File: src/tscPkg.sv
/*
 * Shared TSC definitions: widths, opcode and function codes,
 * ALU and FSM encodings, instruction views, control word and memory bus
 */
package tscPkg;

    localparam int WordSize     = 16;
    localparam int RegAddrWidth = 2;

    // Opcode field, bits 15:12
    localparam logic [3:0] OpBne   = 4'd0;
    localparam logic [3:0] OpBeq   = 4'd1;
    localparam logic [3:0] OpBgz   = 4'd2;
    localparam logic [3:0] OpBlz   = 4'd3;
    localparam logic [3:0] OpAdi   = 4'd4;
    localparam logic [3:0] OpOri   = 4'd5;
    localparam logic [3:0] OpLhi   = 4'd6;
    localparam logic [3:0] OpLwd   = 4'd7;
    localparam logic [3:0] OpSwd   = 4'd8;
    localparam logic [3:0] OpJmp   = 4'd9;
    localparam logic [3:0] OpRtype = 4'd15;

    // R-type function field, bits 5:0
    localparam logic [5:0] FuncAdd = 6'd0;
    localparam logic [5:0] FuncSub = 6'd1;
    localparam logic [5:0] FuncAnd = 6'd2;
    localparam logic [5:0] FuncOrr = 6'd3;
    localparam logic [5:0] FuncNot = 6'd4;
    localparam logic [5:0] FuncTcp = 6'd5;
    localparam logic [5:0] FuncShl = 6'd6;
    localparam logic [5:0] FuncShr = 6'd7;
    localparam logic [5:0] FuncJpr = 6'd25;
    localparam logic [5:0] FuncWwd = 6'd28;
    localparam logic [5:0] FuncHlt = 6'd29;

    typedef enum logic [3:0] {
        AluAdd, AluSub, AluPassB, AluNot, AluAnd, AluOr, AluShr, AluShl, AluTcp
    } aluOp_t;

    typedef enum logic [2:0] {StIf, StId, StEx, StMem, StWb} state_t;

    typedef enum logic [1:0] {SrcReg, SrcOne, SrcImm, SrcHigh} aluSrcB_t;  // SrcHigh is imm << 8
    typedef enum logic [1:0] {PcAlu, PcAluOut, PcJump, PcReg} pcSrc_t;

    // One fetched word, three decodings
    typedef union packed {
        struct packed {
            logic [3:0]              opcode;
            logic [RegAddrWidth-1:0] rs;
            logic [RegAddrWidth-1:0] rt;
            logic [RegAddrWidth-1:0] rd;
            logic [5:0]              func;
        } rType;
        struct packed {
            logic [3:0]              opcode;
            logic [RegAddrWidth-1:0] rs;
            logic [RegAddrWidth-1:0] rt;
            logic [7:0]              imm8;
        } iType;
        struct packed {
            logic [3:0]  opcode;
            logic [11:0] target12;
        } jType;
    } instr_t;

    // Sequencer to datapath, one word per cycle
    typedef struct packed {
        logic     pcWrite;
        logic     pcWriteCond;  // Taken branch
        logic     iorD;         // Address from ALUOut
        logic     irWrite;
        logic     mdrWrite;
        logic     abWrite;
        logic     aluOutWrite;
        logic     aluSrcA;      // 1 selects A, 0 selects PC
        aluSrcB_t aluSrcB;
        aluOp_t   aluOp;
        pcSrc_t   pcSource;
        logic     regWrite;
        logic     regDst;       // 1 selects rd, 0 selects rt
        logic     memToReg;
        logic     outWrite;
        logic     zeroExt;
    } ctrl_t;

    typedef struct packed {
        logic                readM;
        logic                writeM;
        logic [WordSize-1:0] address;
        logic [WordSize-1:0] writeData;
    } memReq_t;

endpackage

File: src/tscAlu.sv
/*
 * Combinational ALU for the TSC instruction subset
 */
`timescale 1ns/100ps

module tscAlu (
    input  logic [tscPkg::WordSize-1:0] operandA,
    input  logic [tscPkg::WordSize-1:0] operandB,
    input  tscPkg::aluOp_t              op,
    output logic [tscPkg::WordSize-1:0] result
);

    always_comb begin
        case (op)
            tscPkg::AluAdd:   result = operandA + operandB;
            tscPkg::AluSub:   result = operandA - operandB;
            tscPkg::AluPassB: result = operandB;               // LHI
            tscPkg::AluNot:   result = ~operandA;
            tscPkg::AluAnd:   result = operandA & operandB;
            tscPkg::AluOr:    result = operandA | operandB;
            tscPkg::AluShr:   result = $signed(operandA) >>> 1;  // Keeps sign bit
            tscPkg::AluShl:   result = operandA << 1;
            tscPkg::AluTcp:   result = ~operandA + 1'b1;
            default:          result = '0;
        endcase
    end

endmodule

File: src/tscRegFile.sv
/*
 * Four-entry register file, two combinational reads, one clocked write
 */
`timescale 1ns/100ps

module tscRegFile (
    input  logic                            clk,
    input  logic                            reset_n,
    input  logic [tscPkg::RegAddrWidth-1:0] readAddrA,
    input  logic [tscPkg::RegAddrWidth-1:0] readAddrB,
    input  logic [tscPkg::RegAddrWidth-1:0] writeAddr,
    input  logic                            writeEnable,
    input  logic [tscPkg::WordSize-1:0]     writeData,
    output logic [tscPkg::WordSize-1:0]     readDataA,
    output logic [tscPkg::WordSize-1:0]     readDataB
);

    logic [tscPkg::WordSize-1:0] regs [2**tscPkg::RegAddrWidth];  // $0 to $3

    always_ff @(posedge clk or negedge reset_n) begin
        if (!reset_n) begin
            for (int i = 0; i < 2**tscPkg::RegAddrWidth; i++) begin
                regs[i] <= '0;
            end
        end else if (writeEnable) begin
            regs[writeAddr] <= writeData;
        end
    end

    assign readDataA = regs[readAddrA];  // No write bypass
    assign readDataB = regs[readAddrB];

endmodule

File: src/tscDatapath.sv
/*
 * Datapath: PC, IR, A, B, ALUOut, MDR, operand and PC muxes
 * Branch condition and WWD output port
 */
`timescale 1ns/100ps

module tscDatapath #(
    parameter logic [tscPkg::WordSize-1:0] ResetPc = '0
) (
    input  logic                        clk,
    input  logic                        reset_n,
    input  tscPkg::ctrl_t               ctrl,
    input  logic [tscPkg::WordSize-1:0] readData,
    output tscPkg::instr_t              instr,
    output logic                        bcond,
    output logic [tscPkg::WordSize-1:0] address,
    output logic [tscPkg::WordSize-1:0] writeData,
    output logic [tscPkg::WordSize-1:0] outputPort
);

    localparam int Width = tscPkg::WordSize;

    tscPkg::instr_t                  ir;
    logic [Width-1:0]                pc;
    logic [Width-1:0]                a;
    logic [Width-1:0]                b;
    logic [Width-1:0]                aluOut;
    logic [Width-1:0]                mdr;
    logic [Width-1:0]                imm;        // Extended imm8
    logic [Width-1:0]                aluInA;
    logic [Width-1:0]                aluInB;
    logic [Width-1:0]                aluResult;
    logic [Width-1:0]                pcNext;
    logic [Width-1:0]                rfDataA;    // rs
    logic [Width-1:0]                rfDataB;    // rt
    logic [Width-1:0]                rfWriteData;
    logic [tscPkg::RegAddrWidth-1:0] rfWriteAddr;

    assign instr     = ir;
    assign writeData = b;
    assign address   = ctrl.iorD ? aluOut : pc;

    assign imm = ctrl.zeroExt ? {{(Width-8){1'b0}}, ir.iType.imm8}
                              : {{(Width-8){ir.iType.imm8[7]}}, ir.iType.imm8};

    assign aluInA = ctrl.aluSrcA ? a : pc;

    always_comb begin
        case (ctrl.aluSrcB)
            tscPkg::SrcReg: aluInB = b;
            tscPkg::SrcOne: aluInB = Width'(1);
            tscPkg::SrcImm: aluInB = imm;
            default:        aluInB = {ir.iType.imm8, {(Width-8){1'b0}}};  // LHI
        endcase
    end

    always_comb begin
        case (ctrl.pcSource)
            tscPkg::PcAlu:    pcNext = aluResult;
            tscPkg::PcAluOut: pcNext = aluOut;
            tscPkg::PcJump:   pcNext = {pc[Width-1:12], ir.jType.target12};
            default:          pcNext = rfDataA;  // JPR
        endcase
    end

    always_comb begin
        case (ir.iType.opcode)
            tscPkg::OpBne: bcond = a != b;
            tscPkg::OpBeq: bcond = a == b;
            tscPkg::OpBgz: bcond = !a[Width-1] && (a != '0);
            tscPkg::OpBlz: bcond = a[Width-1];
            default:       bcond = 1'b0;
        endcase
    end

    assign rfWriteAddr = ctrl.regDst ? ir.rType.rd : ir.rType.rt;
    assign rfWriteData = ctrl.memToReg ? mdr : aluOut;

    always_ff @(posedge clk or negedge reset_n) begin
        if (!reset_n) begin
            pc         <= ResetPc;
            ir         <= '0;
            outputPort <= '0;
        end else begin
            if (ctrl.pcWrite || ctrl.pcWriteCond) begin
                pc <= pcNext;
            end
            if (ctrl.irWrite) begin
                ir <= readData;
            end
            if (ctrl.outWrite) begin
                outputPort <= rfDataA;  // WWD shows rs in ID
            end
        end
    end

    // Staging registers
    always_ff @(posedge clk) begin
        if (ctrl.abWrite) begin
            a <= rfDataA;
            b <= rfDataB;
        end
        if (ctrl.aluOutWrite) begin
            aluOut <= aluResult;
        end
        if (ctrl.mdrWrite) begin
            mdr <= readData;
        end
    end

    tscRegFile i_regFile (
        .clk         (clk),
        .reset_n     (reset_n),
        .readAddrA   (ir.rType.rs),
        .readAddrB   (ir.rType.rt),
        .writeAddr   (rfWriteAddr),
        .writeEnable (ctrl.regWrite),
        .writeData   (rfWriteData),
        .readDataA   (rfDataA),
        .readDataB   (rfDataB)
    );

    tscAlu i_alu (
        .operandA (aluInA),
        .operandB (aluInB),
        .op       (ctrl.aluOp),
        .result   (aluResult)
    );

endmodule

File: src/tscSequencer.sv
/*
 * Multi-cycle control FSM: IF, ID, EX, MEM, WB
 * Control-word decode, retired-instruction counter, halt flag
 */
`timescale 1ns/100ps

module tscSequencer (
    input  logic                        clk,
    input  logic                        reset_n,
    input  tscPkg::instr_t              instr,
    input  logic                        bcond,
    input  logic                        inputReady,
    output tscPkg::ctrl_t               ctrl,
    output logic                        readM,
    output logic                        writeM,
    output logic [tscPkg::WordSize-1:0] numInst,
    output logic                        isHalted
);

    tscPkg::state_t state;
    tscPkg::state_t nextState;
    logic [3:0]     opcode;
    logic [5:0]     func;
    logic           isRtype;
    logic           isBranch;
    logic           idOnly;   // Finishes in ID
    logic           done;     // Retires this cycle
    logic           haltNow;

    assign opcode   = instr.rType.opcode;
    assign func     = instr.rType.func;
    assign isRtype  = opcode == tscPkg::OpRtype;
    assign isBranch = opcode inside {tscPkg::OpBne, tscPkg::OpBeq, tscPkg::OpBgz, tscPkg::OpBlz};
    assign idOnly   = (opcode == tscPkg::OpJmp)
                    || (isRtype && (func inside {tscPkg::FuncJpr, tscPkg::FuncWwd, tscPkg::FuncHlt}));
    assign haltNow  = (state == tscPkg::StId) && isRtype && (func == tscPkg::FuncHlt);

    assign done = ((state == tscPkg::StId) && idOnly)
               || ((state == tscPkg::StEx) && isBranch)
               || ((state == tscPkg::StMem) && (opcode == tscPkg::OpSwd))
               || (state == tscPkg::StWb);

    always_ff @(posedge clk or negedge reset_n) begin
        if (!reset_n) begin
            state    <= tscPkg::StIf;
            numInst  <= '0;
            isHalted <= 1'b0;
        end else begin
            state <= nextState;
            if (done) begin
                numInst <= numInst + 1'b1;
            end
            if (haltNow) begin
                isHalted <= 1'b1;  // Sticky until reset
            end
        end
    end

    always_comb begin
        nextState = tscPkg::StIf;
        case (state)
            tscPkg::StIf:  nextState = (inputReady && !isHalted) ? tscPkg::StId : tscPkg::StIf;
            tscPkg::StId:  nextState = idOnly ? tscPkg::StIf : tscPkg::StEx;
            tscPkg::StEx: begin
                if (isBranch) begin
                    nextState = tscPkg::StIf;
                end else if (opcode inside {tscPkg::OpLwd, tscPkg::OpSwd}) begin
                    nextState = tscPkg::StMem;
                end else begin
                    nextState = tscPkg::StWb;
                end
            end
            tscPkg::StMem: begin
                if (opcode == tscPkg::OpLwd && !inputReady) begin
                    nextState = tscPkg::StMem;  // Load still waiting
                end else begin
                    nextState = (opcode == tscPkg::OpLwd) ? tscPkg::StWb : tscPkg::StIf;
                end
            end
            default:       nextState = tscPkg::StIf;  // WB and unused codes
        endcase
    end

    always_comb begin
        ctrl   = '0;
        readM  = 1'b0;
        writeM = 1'b0;
        case (state)
            tscPkg::StIf: begin
                if (!isHalted) begin
                    readM            = 1'b1;
                    ctrl.irWrite     = inputReady;  // Capture on ready edge
                    ctrl.pcWrite     = inputReady;  // PC + 1 only once
                    ctrl.aluSrcB     = tscPkg::SrcOne;
                    ctrl.aluOp       = tscPkg::AluAdd;
                    ctrl.pcSource    = tscPkg::PcAlu;
                end
            end
            tscPkg::StId: begin
                ctrl.abWrite     = 1'b1;
                ctrl.aluOutWrite = 1'b1;            // Branch target PC + imm
                ctrl.aluSrcB     = tscPkg::SrcImm;
                ctrl.aluOp       = tscPkg::AluAdd;
                if (opcode == tscPkg::OpJmp) begin
                    ctrl.pcWrite  = 1'b1;
                    ctrl.pcSource = tscPkg::PcJump;
                end else if (isRtype && func == tscPkg::FuncJpr) begin
                    ctrl.pcWrite  = 1'b1;
                    ctrl.pcSource = tscPkg::PcReg;
                end
                ctrl.outWrite = isRtype && (func == tscPkg::FuncWwd);
            end
            tscPkg::StEx: begin
                ctrl.aluSrcA     = 1'b1;
                ctrl.aluOutWrite = !isBranch;       // Keep target for branches
                ctrl.pcWriteCond = isBranch && bcond;
                ctrl.pcSource    = tscPkg::PcAluOut;
                ctrl.aluSrcB     = tscPkg::SrcImm;
                case (opcode)
                    tscPkg::OpOri: begin
                        ctrl.zeroExt = 1'b1;
                        ctrl.aluOp   = tscPkg::AluOr;
                    end
                    tscPkg::OpLhi: begin
                        ctrl.aluSrcB = tscPkg::SrcHigh;
                        ctrl.aluOp   = tscPkg::AluPassB;
                    end
                    tscPkg::OpRtype: begin
                        ctrl.aluSrcB = tscPkg::SrcReg;
                        case (func)
                            tscPkg::FuncSub: ctrl.aluOp = tscPkg::AluSub;
                            tscPkg::FuncAnd: ctrl.aluOp = tscPkg::AluAnd;
                            tscPkg::FuncOrr: ctrl.aluOp = tscPkg::AluOr;
                            tscPkg::FuncNot: ctrl.aluOp = tscPkg::AluNot;
                            tscPkg::FuncTcp: ctrl.aluOp = tscPkg::AluTcp;
                            tscPkg::FuncShl: ctrl.aluOp = tscPkg::AluShl;
                            tscPkg::FuncShr: ctrl.aluOp = tscPkg::AluShr;
                            default:         ctrl.aluOp = tscPkg::AluAdd;
                        endcase
                    end
                    default: ctrl.aluOp = tscPkg::AluAdd;  // ADI and address calc
                endcase
            end
            tscPkg::StMem: begin
                ctrl.iorD = 1'b1;
                if (opcode == tscPkg::OpLwd) begin
                    readM         = 1'b1;
                    ctrl.mdrWrite = inputReady;
                end else begin
                    writeM = 1'b1;  // Single cycle store
                end
            end
            tscPkg::StWb: begin
                ctrl.regWrite = 1'b1;
                ctrl.memToReg = opcode == tscPkg::OpLwd;
                ctrl.regDst   = isRtype;                  // rd for R-type, else rt
            end
            default: ctrl = '0;
        endcase
    end

endmodule

File: src/tscCpu.sv
/*
 * TSC multi-cycle CPU top level
 * Sequencer and datapath joined to the memory bus and status ports
 */
`timescale 1ns/100ps

module tscCpu #(
    parameter logic [tscPkg::WordSize-1:0] ResetPc = '0  // First fetch address
) (
    input  logic                        clk,
    input  logic                        reset_n,
    input  logic [tscPkg::WordSize-1:0] readData,
    input  logic                        inputReady,
    output tscPkg::memReq_t             mem,
    output logic [tscPkg::WordSize-1:0] numInst,
    output logic [tscPkg::WordSize-1:0] outputPort,
    output logic                        isHalted
);

    tscPkg::ctrl_t  ctrl;   // Control word of the current state
    tscPkg::instr_t instr;  // IR contents for decode
    logic           bcond;  // Branch condition from A and B

    tscSequencer i_sequencer (
        .clk        (clk),
        .reset_n    (reset_n),
        .instr      (instr),
        .bcond      (bcond),
        .inputReady (inputReady),
        .ctrl       (ctrl),
        .readM      (mem.readM),
        .writeM     (mem.writeM),
        .numInst    (numInst),
        .isHalted   (isHalted)
    );

    tscDatapath #(.ResetPc(ResetPc)) i_datapath (
        .clk        (clk),
        .reset_n    (reset_n),
        .ctrl       (ctrl),
        .readData   (readData),
        .instr      (instr),
        .bcond      (bcond),
        .address    (mem.address),    // PC or ALUOut
        .writeData  (mem.writeData),  // Store data from B
        .outputPort (outputPort)
    );

endmodule

File: config.mk
export PLATFORM = sky130hd
export DESIGN_NAME = tscCpu
export DESIGN_NICKNAME = d
export VERILOG_FILES = /design/src/tscPkg.sv /design/src/tscAlu.sv /design/src/tscRegFile.sv /design/src/tscDatapath.sv /design/src/tscSequencer.sv /design/src/tscCpu.sv
export SDC_FILE = /design/constraint.sdc
export NUM_CORES = 1
export LEC_CHECK = 0
export ABC_CLOCK_PERIOD_IN_PS = 5700
export BUFFER_PORTS_ARGS = -buffer_cell sky130_fd_sc_hd__buf_4
export CAP_MARGIN = 20
export CORE_MARGIN = 5
export CORE_UTILIZATION = 30
export CTS_CLUSTER_SIZE = 8
export DETAILED_ROUTE_END_ITERATION = 8
export GPL_TIMING_DRIVEN = 0
export PLACE_DENSITY = 0.43
export SLEW_MARGIN = 0
export SYNTH_ARGS = -nofsm -noshare
export SYNTH_HDL_FRONTEND = slang
export SYNTH_SLANG_ARGS = --single-unit
export TNS_END_PERCENT = 20
File: constraint.sdc
create_clock -name clk -period 5.7 [get_ports clk]
set_clock_uncertainty 0.2 [all_clocks]
set_input_delay 0.57 -clock clk [delete_from_list [all_inputs] [get_ports clk]]
set_output_delay 0.57 -clock clk [all_outputs]
set_load 0.02 [all_outputs]
# [After elaboration in Yosys (flattened, before gate mapping)]
# Cells that the tools add are included.
[classes] reduce_logical=32 n_bitwise=7 n_div=0 n_shift=0 muxes=53 n_lt_le_gt_ge=4 n_addsub=4 mul=0 eq_ne=37
[op_table] op="$mux W16" count=9
[op_table] op="$pmux W16 S9" count=1
[op_table] op="$pmux W16 S3" count=2
[op_table] op="$bmux W16 S2" count=2
[op_table] op="$bwmux W64" count=1
[op_table] op="$add A16 B1 Y16 const B" count=2
[op_table] op="$demux W16 S2" count=1
[op_table] op="$eq A4 B3 Y1 const B" count=7
[op_table] op="$pmux W4 S7" count=1
[op_table] op="$eq A6 B3 Y1 const B" count=4
[op_table] op="$pmux W8 S3" count=1
[op_table] op="$eq A6 B5 Y1 const B" count=3
[op_table] op="$mux W1" count=18
[op_table] op="$add A16 B16 Y16" count=1
[op_table] op="$and A16 B16 Y16" count=1
[op_table] op="$eq A16 B16 Y1" count=1
[op_table] op="$eq A4 B2 Y1 const B" count=4
[op_table] op="$eq A4 B4 Y1 const B" count=4
[op_table] op="$ne A16 B16 Y1" count=1
[op_table] op="$not A16 Y16" count=1
[op_table] op="$or A16 B16 Y16" count=1
[op_table] op="$reduce_bool A16 Y1" count=1
[op_table] op="$sub A16 B16 Y16" count=1
[op_table] op="$mux W3" count=5
[op_table] op="other kinds (29)" count=64
[totals] latch_bits=0 ram_bits=0 mem_bits_ro=0 ff_bits=196 n_memories=0

# [Depth between registers and ports, before layout]
# Gate-level depths: netlist (run 1).
[depth] depth_word=10 mapped_depth=22 mapped_depth_nobuf=22

# [Hierarchy]
# A second synthesis (run 1) with hierarchy kept.
[hier_totals] cells_unflattened=1005 hier_area_um2=12055.3
[modules_own_cells] module="tscDatapath" cells_each=331 area_per_inst_um2=5201.2 n_inst=1 seq_area_each_um2=3123.0
[modules_own_cells] module="tscRegFile" cells_each=176 area_per_inst_um2=3174.3 n_inst=1 seq_area_each_um2=1601.5
[modules_own_cells] module="tscAlu" cells_each=350 area_per_inst_um2=2369.8 n_inst=1 seq_area_each_um2=0.0
[modules_own_cells] module="tscSequencer" cells_each=148 area_per_inst_um2=1310.0 n_inst=1 seq_area_each_um2=500.5

# [Worst setup path before layout (run 1)]
# OpenSTA, ideal clock, no wires.
[synth_path] path_kind="register to register" startpoint="reg i_sequencer.state[1]" endpoint="reg i_datapath.pc[12]" arrival_time_ns=4.741 path_buffers=0 slack_ns=0.624 setup_ns=0.136 period_less_slack_ns=5.076 stages_incl_launch_ff=19 cell_sequence="dfrtp_1 > nor2_1 > nand2_1 > inv_1 > a21oi_1 > o22ai_1 > nor2_1 > ha_1 > o21ai_0 > fa_1 > a211oi_1 > o21ai_0 > a31oi_1 > o21ai_0 > a31oi_1 > xnor2_1 > a211o_1 > a222oi_1 > o21ai_1"
[synth_between] elab_chain_cells=7 word_cells_on_any_way=37 classes_between="add/sub (3); eq/ne (14); mux (10); bitwise (4); reduce/logical (6)"
[synth_lines] element="start: declaration" line_no="tscSequencer.sv:20" rtl="tscPkg::state_t state;"
[synth_lines] element="start signal: assignment" line_no="tscSequencer.sv:45" rtl="state <= tscPkg::StIf;"
[synth_lines] element="start signal: assignment" line_no="tscSequencer.sv:49" rtl="state <= nextState;"
[synth_lines] element="$eq A3 B2 Y1, or another cell as far along" line_no="tscSequencer.sv:88" rtl="case (state)"
[synth_lines] element="$pmux W8 S3 or $mux W1 (tied branches)" line_no="tscSequencer.sv:88"
[synth_lines] element="$eq A2 B2 Y1, or another cell as far along" line_no="tscDatapath.sv:49" rtl="case (ctrl.aluSrcB)"
[synth_lines] element="$pmux W16 S3 or $not A16 Y16 (tied branches)" line_no="tscDatapath.sv:49, tscAlu.sv:18, tscAlu.sv:23"
[synth_lines] element="$sub A16 B16 Y16, or another cell as far along" line_no="tscAlu.sv:16" rtl="tscPkg::AluSub: result = operandA - operandB;"
[synth_lines] element="$pmux W16 S9 *" line_no="tscAlu.sv:14" rtl="case (op)"
[synth_lines] element="named net i_datapath.aluResult[12]" line_no="tscDatapath.sv:32" rtl="logic [Width-1:0] aluResult;"
[synth_lines] element="$pmux W16 S3 *" line_no="tscDatapath.sv:58" rtl="case (ctrl.pcSource)"
[synth_lines] element="end signal: assignment" line_no="tscDatapath.sv:81" rtl="pc <= ResetPc;"
[synth_lines] element="end signal: assignment" line_no="tscDatapath.sv:86" rtl="pc <= pcNext;"
[synth_lines] element="end: declaration" line_no="tscDatapath.sv:24" rtl="logic [Width-1:0] pc;"
# The timed path passes the listed nets; every way through them passes the cells marked *.
# A chain may end at the register's enable or synchronous reset.

# [Worst setup path after layout (run 1)]
[layout_path] startpoint="reg i_datapath.ir (netlist bit i_datapath.instr[14])" endpoint="reg i_datapath.pc[12]"
[layout_between] elab_chain_cells=8 word_cells_on_any_way=49 classes_between="add/sub (2); eq/ne (19); mux (16); bitwise (3); reduce/logical (9)"
[layout_lines] element="start: declaration" line_no="tscDatapath.sv:23" rtl="tscPkg::instr_t ir;"
[layout_lines] element="start signal: assignment" line_no="tscDatapath.sv:89" rtl="ir <= readData;"
[layout_lines] element="$eq A4 B4 Y1 or $eq A4 B3 Y1 (tied branches)" line_no="tscSequencer.sv:119" rtl="case (opcode)"
[layout_lines] element="$pmux W2 S2 or $mux W1 (tied branches)" line_no="tscSequencer.sv:119"
[layout_lines] element="$pmux W8 S3 or $mux W1 (tied branches)" line_no="tscSequencer.sv:88"
[layout_lines] element="$eq A2 B2 Y1, or another cell as far along" line_no="tscDatapath.sv:49"
[layout_lines] element="$pmux W16 S3" line_no="tscDatapath.sv:49"
[layout_lines] element="$sub A16 B16 Y16, or another cell as far along" line_no="tscAlu.sv:16"
[layout_lines] element="$pmux W16 S9 *" line_no="tscAlu.sv:14"
[layout_lines] element="named net i_datapath.aluResult[12]" line_no="tscDatapath.sv:32"
[layout_lines] element="$pmux W16 S3 *" line_no="tscDatapath.sv:58"
# Marks and branches as above.

==> results.toml, run 1 <==
[critical_path]
critPathMaxStageDelay_ns = 0.87
crit_buf_inv = 1
worstPathCellList = "buf_2 > nor4bb_1 > a41oi_1 > nor2_2 > and3_4 > o21ai_0 > fa_2 > a211oi_2 > o21ai_0 > a31oi_1 > o21ai_1 > a31oi_2 > xnor2_1 > a211o_1 > a222oi_1 > o21ai_1"
crit_family = "compound AO/OA/AOI/OAI gates"
worstSetupPathType = "reg2reg"
ff2ff_setup_slack_ns = 0.32
cp_slowest_cell = "nor4bb_1"
path_max_fanout = 11
cp.arrival_ns = 5.48
worstSetupEndpointType = "flop"
start_kind = "flop"
cp.required_ns = 5.80

[synth]
synth_top_area_share_pct = 27.9
synthFlopType = "dfrtp_1"
synth_area_leaders = "dfrtp_1 28%, edfxtp_1 16%, mux4_2 6.1%"
synth-edff-count = 64
ys_types = 85
synthArstFlopShare_pct = 67.3
syn_inst = 1191
yosysWarnings = 0
syn-cell-area_um2 = 11800
synth_seq_area_share_pct = 44.2
yosysTopAreaCell = "dfrtp_1"
postSynthAreaPerCell_um2 = 9.92
synth-seq-cells = 196
syn_nets = 1228

[die]
dieHeight_um = 208
rows = 72
io-pin-count = 86
start_util_pct = 30.4
die_x_um = 208
dieArea_um2 = 43500
core_area_um2 = 38800

[placed_design]
io_buffers = 85
dp_hpwl_um = 36300
gp_congestion = 0.964

[cts]
cts_buffers = 17
path_clk_slew_ns = 0.08
cts_tree = "done"
clk_latency_ns = 0.44
clockBufferDepth = 2
clkSinkCount = 196
cts_root_buffer = "clkbuf_16"
cts_max_level = 4

[sta]
max_slew_margin_pct = 23.1
fin_crit_sh_pct = 94.4
fmax_mhz = 186
slew_violations = 0
rsz0062_at_grt = "no"
min_period_ns = 5.38
finalSetupViolCount = 0
finalHoldViolations = 0
worst-slew-pin-transition_ns = 1.15

[run]
maxCapViolCount = 0

[global_route]
grt_pass1_wl_um = 70400
met1_usage_pct = 29.7
grt-ovfl-total = 0
grt_max_degree = 88
grt_pass1_vias = 10300
grt.total_usage_pct = 21.5
antenna_found_initial = 0
use_met2_pct = 35.3
globalRouteMet3Util_pct = 2.88
grt-busiest-layer = "met2"

[cells_and_area]
utilization_pct = 35.7
fin_nets = 1336
layout_commonest_cell = "nand2_1"
antenna_cells = 0
final_cell_mix = "158 x nand2_1, 132 x dfrtp_1, 102 x o21ai_0"
layout-drive-gt1-share_pct = 19.1
area_growth_pct = 17.3

[routing]
drt_wl_total_um = 47600
via_per_inst = 5.62
dr.pass1.iters = 5
first_iter_violations = 1034
detail_route.wl_per_cell_um = 26.0
vias = 10300
final_antenna_net_count = 0
drc_errors = 0

[run_status]
outcome = "complete, no violations"

[hold_path]
hp-class = "in2reg"
## cell families after synthesis
logic type / share of synthesized area, %
AND/OR/NAND/NOR: 15.6
AO/OA/AOI/OAI: 17.7
flip-flops: 44.2
multiplexers: 12.2
buffers and inverters: 3.30
XOR/XNOR: 5.04
adder cells (fa/ha/maj): 1.97
## cells in the mapped netlist, types with 8 or more instances
master	instances
a22oi_1	14
a221oi_1	11
o221ai_1	11
mux4_2	32
dfrtp_1	132
o22ai_1	25
mux2i_1	29
mux2_2	36
buf_2	12
o21ai_0	104
xnor2_1	36
o211ai_1	9
and3_1	12
edfxtp_1	64
nor2_1	101
xor2_1	32
a21oi_1	59
nor3_1	26
nor4_1	14
clkbuf_1	45
nand2_1	159
inv_1	25
nor3b_1	8
ha_1	17
a31oi_1	13
nand3_1	32
nand4_1	10
## timing repair
item,CTS,global route
pin swaps,1,2
hold buffers,1,0
setup buffers,2,0
hold endpoints to repair,45,0
setup endpoints to repair,21,12
gates resized for setup,13,21
## per-layer routing
metal	up-vias	share of wire, %
met4	0	3.0
met3	75	5.6
li1	4652	-
met2	380	47
met1	5177	44
met5	-	0
## flip-flops by register name, indices dropped and copies added, names as in the netlist
register and cells:
i_datapath.i_regFile.regs 64, i_datapath.a 16, i_datapath.aluOut 16, i_datapath.instr 16
i_datapath.mdr 16, i_datapath.outputPort 16, i_datapath.pc 16, i_datapath.writeData 16
i_sequencer.numInst 16, i_sequencer.state 3, i_sequencer.isHalted 1
## final cells by class
cell class                      instances  area [um2]
Buffer                                 65         289
Clock buffer                           17         425
Clock inverter                         15         120
Fill cell                            3991       25000
Inverter                               26         110
Multi-Input combinational cell        902        6320
Sequential cell                       196        5230
Tap cell                              518         648
Timing Repair Buffer                   91         729
## path summary, 6_finish.rpt
| path | start | depth (start not counted) | endpoint |
|---|---|---|---|
| min | readData[3] | 1 | i_datapath.mdr[3]$_DFFE_PP_ |
| max | i_datapath.instr[14]$_DFFE_PN0P_ | 16 | i_datapath.pc[12]$_DFFE_PN0P_ |
| max in group asynchronous | reset_n | 3 | i_sequencer.isHalted$_DFFE_PN0P_ |
| max reg2reg | i_datapath.instr[14]$_DFFE_PN0P_ | 16 | i_datapath.pc[12]$_DFFE_PN0P_ |
| min reg2reg | i_sequencer.numInst[15]$_DFFE_PN0P_ | 1 | i_sequencer.numInst[15]$_DFFE_PN0P_ |
| min in group asynchronous | reset_n | 2 | i_sequencer.numInst[15]$_DFFE_PN0P_ |
## metrics by stage
stage          std cells  hold WS, ns  setup TNS [ns]  cell area [um2]  setup slack [ns]
4_1_cts             1830       0.0987               0            13800           0.00277
5_1_grt             1830       0.0981               0            13900            0.0386
2_1_floorplan       1191       0.0744               0            11800             0.624
6_report            1830        0.117               0            13900             0.322
3_5_place_dp        1796        0.266           -9.13            13200            -0.750
3_3_place_gp        1794        0.265          -24.16            13100             -1.46
Power of run 1 is left out: the tool's default activity adds up to more than one toggle a clock period on the data nets, which glitch-free logic cannot reach.
==> run 2, diff against run 1 <==
CTS_BUF_LIST = sky130_fd_sc_hd__clkbuf_4 sky130_fd_sc_hd__clkbuf_8 sky130_fd_sc_hd__clkbuf_16   (was default)
GPL_TIMING_DRIVEN = 1   (was 0)
==> results.toml, run 2 (same netlist as run 1, synthesis figures left out) <==
[critical_path]
ff2ff_setup_slack_ns = 0.51
path_max_fanout = 12
cp.required_ns = 5.79
cp.arrival_ns = 5.28
worstSetupEndpointType = "flop"
start_kind = "flop"
worstSetupPathType = "reg2reg"

[cells_and_area]
final_cell_mix = "159 x nand2_1, 134 x buf_4, 131 x dfrtp_1"
layout-drive-gt1-share_pct = 20.4
fin_nets = 1316
antenna_cells = 0
largest-register = "i_datapath.i_regFile.regs"
area_growth_pct = 16.8
largest_reg_flops = 64
layout_commonest_cell = "nand2_1"
fill_cells = 3936

[cts]
cts_root_buffer = "clkbuf_16"
clockBufferDepth = 2
path_clk_slew_ns = 0.08
clk_latency_ns = 0.43
cts_buffers = 17
post_cts_buffers = 0
cts_tree = "done"
cts_max_level = 4
clkSinkCount = 196

[hold_path]
hp-class = "in2async"

[routing]
drt_wl_total_um = 44800
final_antenna_net_count = 0
dr.pass1.iters = 5
drc_errors = 0
vias = 10100
detail_route.wl_per_cell_um = 24.8
via_per_inst = 5.58
first_iter_violations = 970

[global_route]
grt_max_degree = 96
grt.total_usage_pct = 20.3
antenna_found_initial = 0
grt_pass1_vias = 10000
grt_pass1_wl_um = 67400
grt-ovfl-total = 0

[die]
start_util_pct = 30.4
core_area_um2 = 38800
dieHeight_um = 208
rows = 72
io-pin-count = 86
die_x_um = 208
dieArea_um2 = 43500

[sta]
min_period_ns = 5.19
rsz0062_at_grt = "no"
worst-slew-pin-transition_ns = 1.11
fin_crit_sh_pct = 91.0
tns_ns = 0
fmax_mhz = 193
finalSetupViolCount = 0
finalHoldViolations = 0
slew_violations = 0
max_slew_margin_pct = 25.7

[placed_design]
dp_hpwl_um = 33300
gp_congestion = 0.909
io_buffers = 85

[run_status]
outcome = "complete, no violations"

[run]
maxCapViolCount = 0
## run 2: cell count changes in the layout (fill, tap and decap cells not counted), sizes merged
cell,before,now
clkbuf,61,19
dlygate4sd3,1,0
buf,111,136
clkinvlp,2,1
bufinv,0,1
clkinv,7,5
## run 2: cell type report
type / count / area [um2] / share of cell area (%)
Sequential cell: 196 / 5230 / 37.8
Multi-Input combinational cell: 902 / 6240 / 45.2
Tap cell: 518 / 648 / 4.69
Inverter: 26 / 97.6 / 0.707
Clock buffer: 19 / 440 / 3.19
Clock inverter: 13 / 120 / 0.870
Timing Repair Buffer: 136 / 1040 / 7.51
## run 2: per-stage QoR
step,hold slack (ns),cells,utilization (%),worst slack [ns],area [um2]
3_3_place_gp,0.263,1778,34.1,0.397,13200
4_1_cts,0.0874,1810,35.5,0.432,13800
6_report,0.0402,1810,35.6,0.513,13800
5_1_grt,0.106,1810,35.6,0.0480,13800
2_1_floorplan,0.0744,1191,-,0.624,11800
3_5_place_dp,0.267,1778,34.1,0.458,13200
## run 2: worst max-delay path, cell delays in order (launching register included)
cell and delay, ns:
dfrtp_1 0.54, or3b_1 0.49, or4_1 0.56, o21a_4 0.16, and3_4 0.22, nand2_1 0.08, o21ai_0 0.16, fa_1 0.52
a211oi_1 0.34, o21ai_0 0.15, a31oi_1 0.31, o21ai_0 0.22, a31oi_1 0.33, xnor2_1 0.11, a211o_1 0.32, a222oi_1 0.25
o21ai_1 0.09
## run 2: path summary, 6_finish.rpt
kind                                                           from                                   endpoint  cells after the start
worst max-delay path                 i_sequencer.state[2]$_DFF_PN0_              i_datapath.pc[12]$_DFFE_PN0P_                     16
worst max register to register       i_sequencer.state[2]$_DFF_PN0_              i_datapath.pc[12]$_DFFE_PN0P_                     16
worst min-delay path                                        reset_n  i_datapath.i_regFile.regs[58]$_DFFE_PN0P_                      1
min in group clk                                       readData[11]               i_datapath.mdr[11]$_DFFE_PP_                      1
max in group asynchronous                                   reset_n              i_datapath.pc[15]$_DFFE_PN0P_                      2
worst min register to register  i_sequencer.numInst[15]$_DFFE_PN0P_        i_sequencer.numInst[15]$_DFFE_PN0P_                      1
## run 2: metal layers
| metal | up-vias | wire length, um | track usage [%] |
|---|---|---|---|
| met5 | - | 0 | 0 |
| met4 | 0 | 1040 | 5.16 |
| met1 | 5080 | 20700 | 28.7 |
| met2 | 353 | 21000 | 33.0 |
| met3 | 69 | 2100 | 2.59 |
| li1 | 4604 | - | - |
## run 2: repair_timing
| item | in CTS | in global routing |
|---|---|---|
| hold buffers | 0 | 0 |
| endpoints found under the setup margin | 0 | 4 |
| gates resized for setup | 0 | 4 |
Power of run 2 is left out for the same reason.
==> run 3, diff against run 2 <==
CORE_UTILIZATION = 61   (was 30)
PLACE_DENSITY = 0.79   (was 0.43)
==> results.toml, run 3 (same netlist as run 1, synthesis figures left out) <==
[global_route]
grt-ovfl-total = 0
antenna_found_initial = 0
grt_pass1_vias = 10500
grt.total_usage_pct = 36.3
grt_pass1_wl_um = 61100
grt_max_degree = 74

[cts]
clk_latency_ns = 0.45
clockBufferDepth = 2
clkSinkCount = 196
cts_buffers = 17
path_clk_slew_ns = 0.08
cts_max_level = 4
cts_root_buffer = "clkbuf_16"
cts_tree = "done"

[run]
maxCapViolCount = 0

[critical_path]
critPathCapture = "i_datapath.pc[13]$_DFFE_PN0P_"
cp.required_ns = 5.81
cp.arrival_ns = 5.40
ff2ff_path_depth = 20
worstReg2RegStart = "i_sequencer.state[0]$_DFF_PN0_"
startpoint = "i_sequencer.state[0]$_DFF_PN0_"
start_kind = "flop"
r2r_end = "i_datapath.pc[13]$_DFFE_PN0P_"
worstSetupEndpointType = "flop"
worstSetupPathType = "reg2reg"
path_max_fanout = 34
ff2ff_setup_slack_ns = 0.41

[sta]
fmax_mhz = 189
worst-slew-pin-transition_ns = 1.14
slew_violations = 0
tns_ns = 0
fin_ws_ns = 0.414
finalSetupViolCount = 0
max_slew_margin_pct = 24.2
finalHoldViolations = 0
fin_crit_sh_pct = 92.7
min_period_ns = 5.29
rsz0062_at_grt = "no"

[run_status]
outcome = "complete, no violations"

[routing]
first_iter_violations = 1649
vias = 10600
via_per_inst = 6.82
drt_wl_total_um = 39600
dr.pass1.iters = 6
final_antenna_net_count = 0
drc_errors = 0
detail_route.wl_per_cell_um = 25.6

[placed_design]
io_buffers = 85
place_area_um2 = 12800
dp_hpwl_um = 28600
place_ws_ns = 0.343
gp_congestion = 0.999

[die]
die_x_um = 149
rows = 51
dieArea_um2 = 22300
start_util_pct = 61.3
core_area_um2 = 19300
io-pin-count = 86
dieHeight_um = 149

[cells_and_area]
multi_input_comb_area_um2 = 6230
fin_nets = 1307
antenna_cells = 0
layout_commonest_cell = "nand2_1"
largest_reg_flops = 64
final_cell_mix = "159 x nand2_1, 132 x dfrtp_1, 124 x buf_4"
utilization_pct = 69.9
largest-register = "i_datapath.i_regFile.regs"
area_growth_pct = 14.0
fill_cells = 1471
design_area_um2 = 13500
ff_latch_area_um2 = 5230
layout-drive-gt1-share_pct = 19.7

[hold_path]
hp-class = "in2reg"
-- run 3: cell types whose count changed in the layout (fill, tap and decap cells not counted), moves of 2 or more --
cell | previous run | this run
clkinv_8 | 0 | 4
inv_12 | 0 | 3
inv_6 | 5 | 2
buf_4 | 134 | 124
inv_8 | 1 | 4
clkbuf_4 | 2 | 0
clkinv_2 | 3 | 0
-- run 3: timing repair --
action,in CTS,in global routing
resized for setup,0,2
setup buffers,0,0
endpoints found under the setup margin,0,2
hold buffers,1,0
hold endpoints to repair,72,0
-- run 3: how the worst min path moves through the flow --
stage,cells past startpoint,end,startpoint
finish,1,i_datapath.mdr[10]$_DFFE_PP_,readData[10]
global route,1,i_datapath.mdr[11]$_DFFE_PP_,readData[11]
CTS,1,i_datapath.mdr[10]$_DFFE_PP_,readData[10]
detailed placement,1,i_sequencer.numInst[15]$_DFFE_PN0P_,i_sequencer.numInst[15]$_DFFE_PN0P_
global placement,1,i_sequencer.numInst[15]$_DFFE_PN0P_,i_sequencer.numInst[15]$_DFFE_PN0P_
floorplan,0,i_datapath.i_regFile.regs[0]$_DFFE_PN0P_,reset_n
-- run 3: cell type report --
type                    count  area share, %
clock inverters            15           1.44
clock buffers              17           3.16
well taps                 265           2.46
inverters                  26          0.725
repair buffers            127           7.18
flip-flops and latches    196           38.8
multi-input cells         902           46.2
-- run 3: routing by layer --
layer / GRT usage (%) / up-vias / share of wire [%]
li1: - / 4594 / -
met1: 48.9 / 5042 / 37
met2: 56.3 / 770 / 47
met3: 8.51 / 152 / 12
met4: 16.6 / 0 / 4.8
met5: 0 / - / 0
-- run 3: critical path, stage by stage, from the launching register on --
cell and delay, ns:
dfrtp_1 0.55, or3b_1 0.44, buf_4 0.29, o21ai_0 0.13
o22ai_1 0.13, nor2_1 0.28, ha_1 0.23, nand3_1 0.09
nor2_1 0.16, nand2_1 0.13, o31ai_1 0.43, xnor2_1 0.12
ha_1 0.39, a21o_1 0.20, o21bai_1 0.17, o211ai_1 0.24
o221ai_1 0.17, o21ai_0 0.23, o221ai_1 0.23, o21ai_0 0.25
a22oi_1 0.10
-- run 3: per-stage QoR --
step / hold slack [ns] / std cells
finish: 0.105 / 1548
global route: 0.0893 / 1548
CTS: 0.0949 / 1547
detailed placement: 0.276 / 1514
global placement: 0.264 / 1514
floorplan: 0.0744 / 1191
Power of run 3 is left out for the same reason.
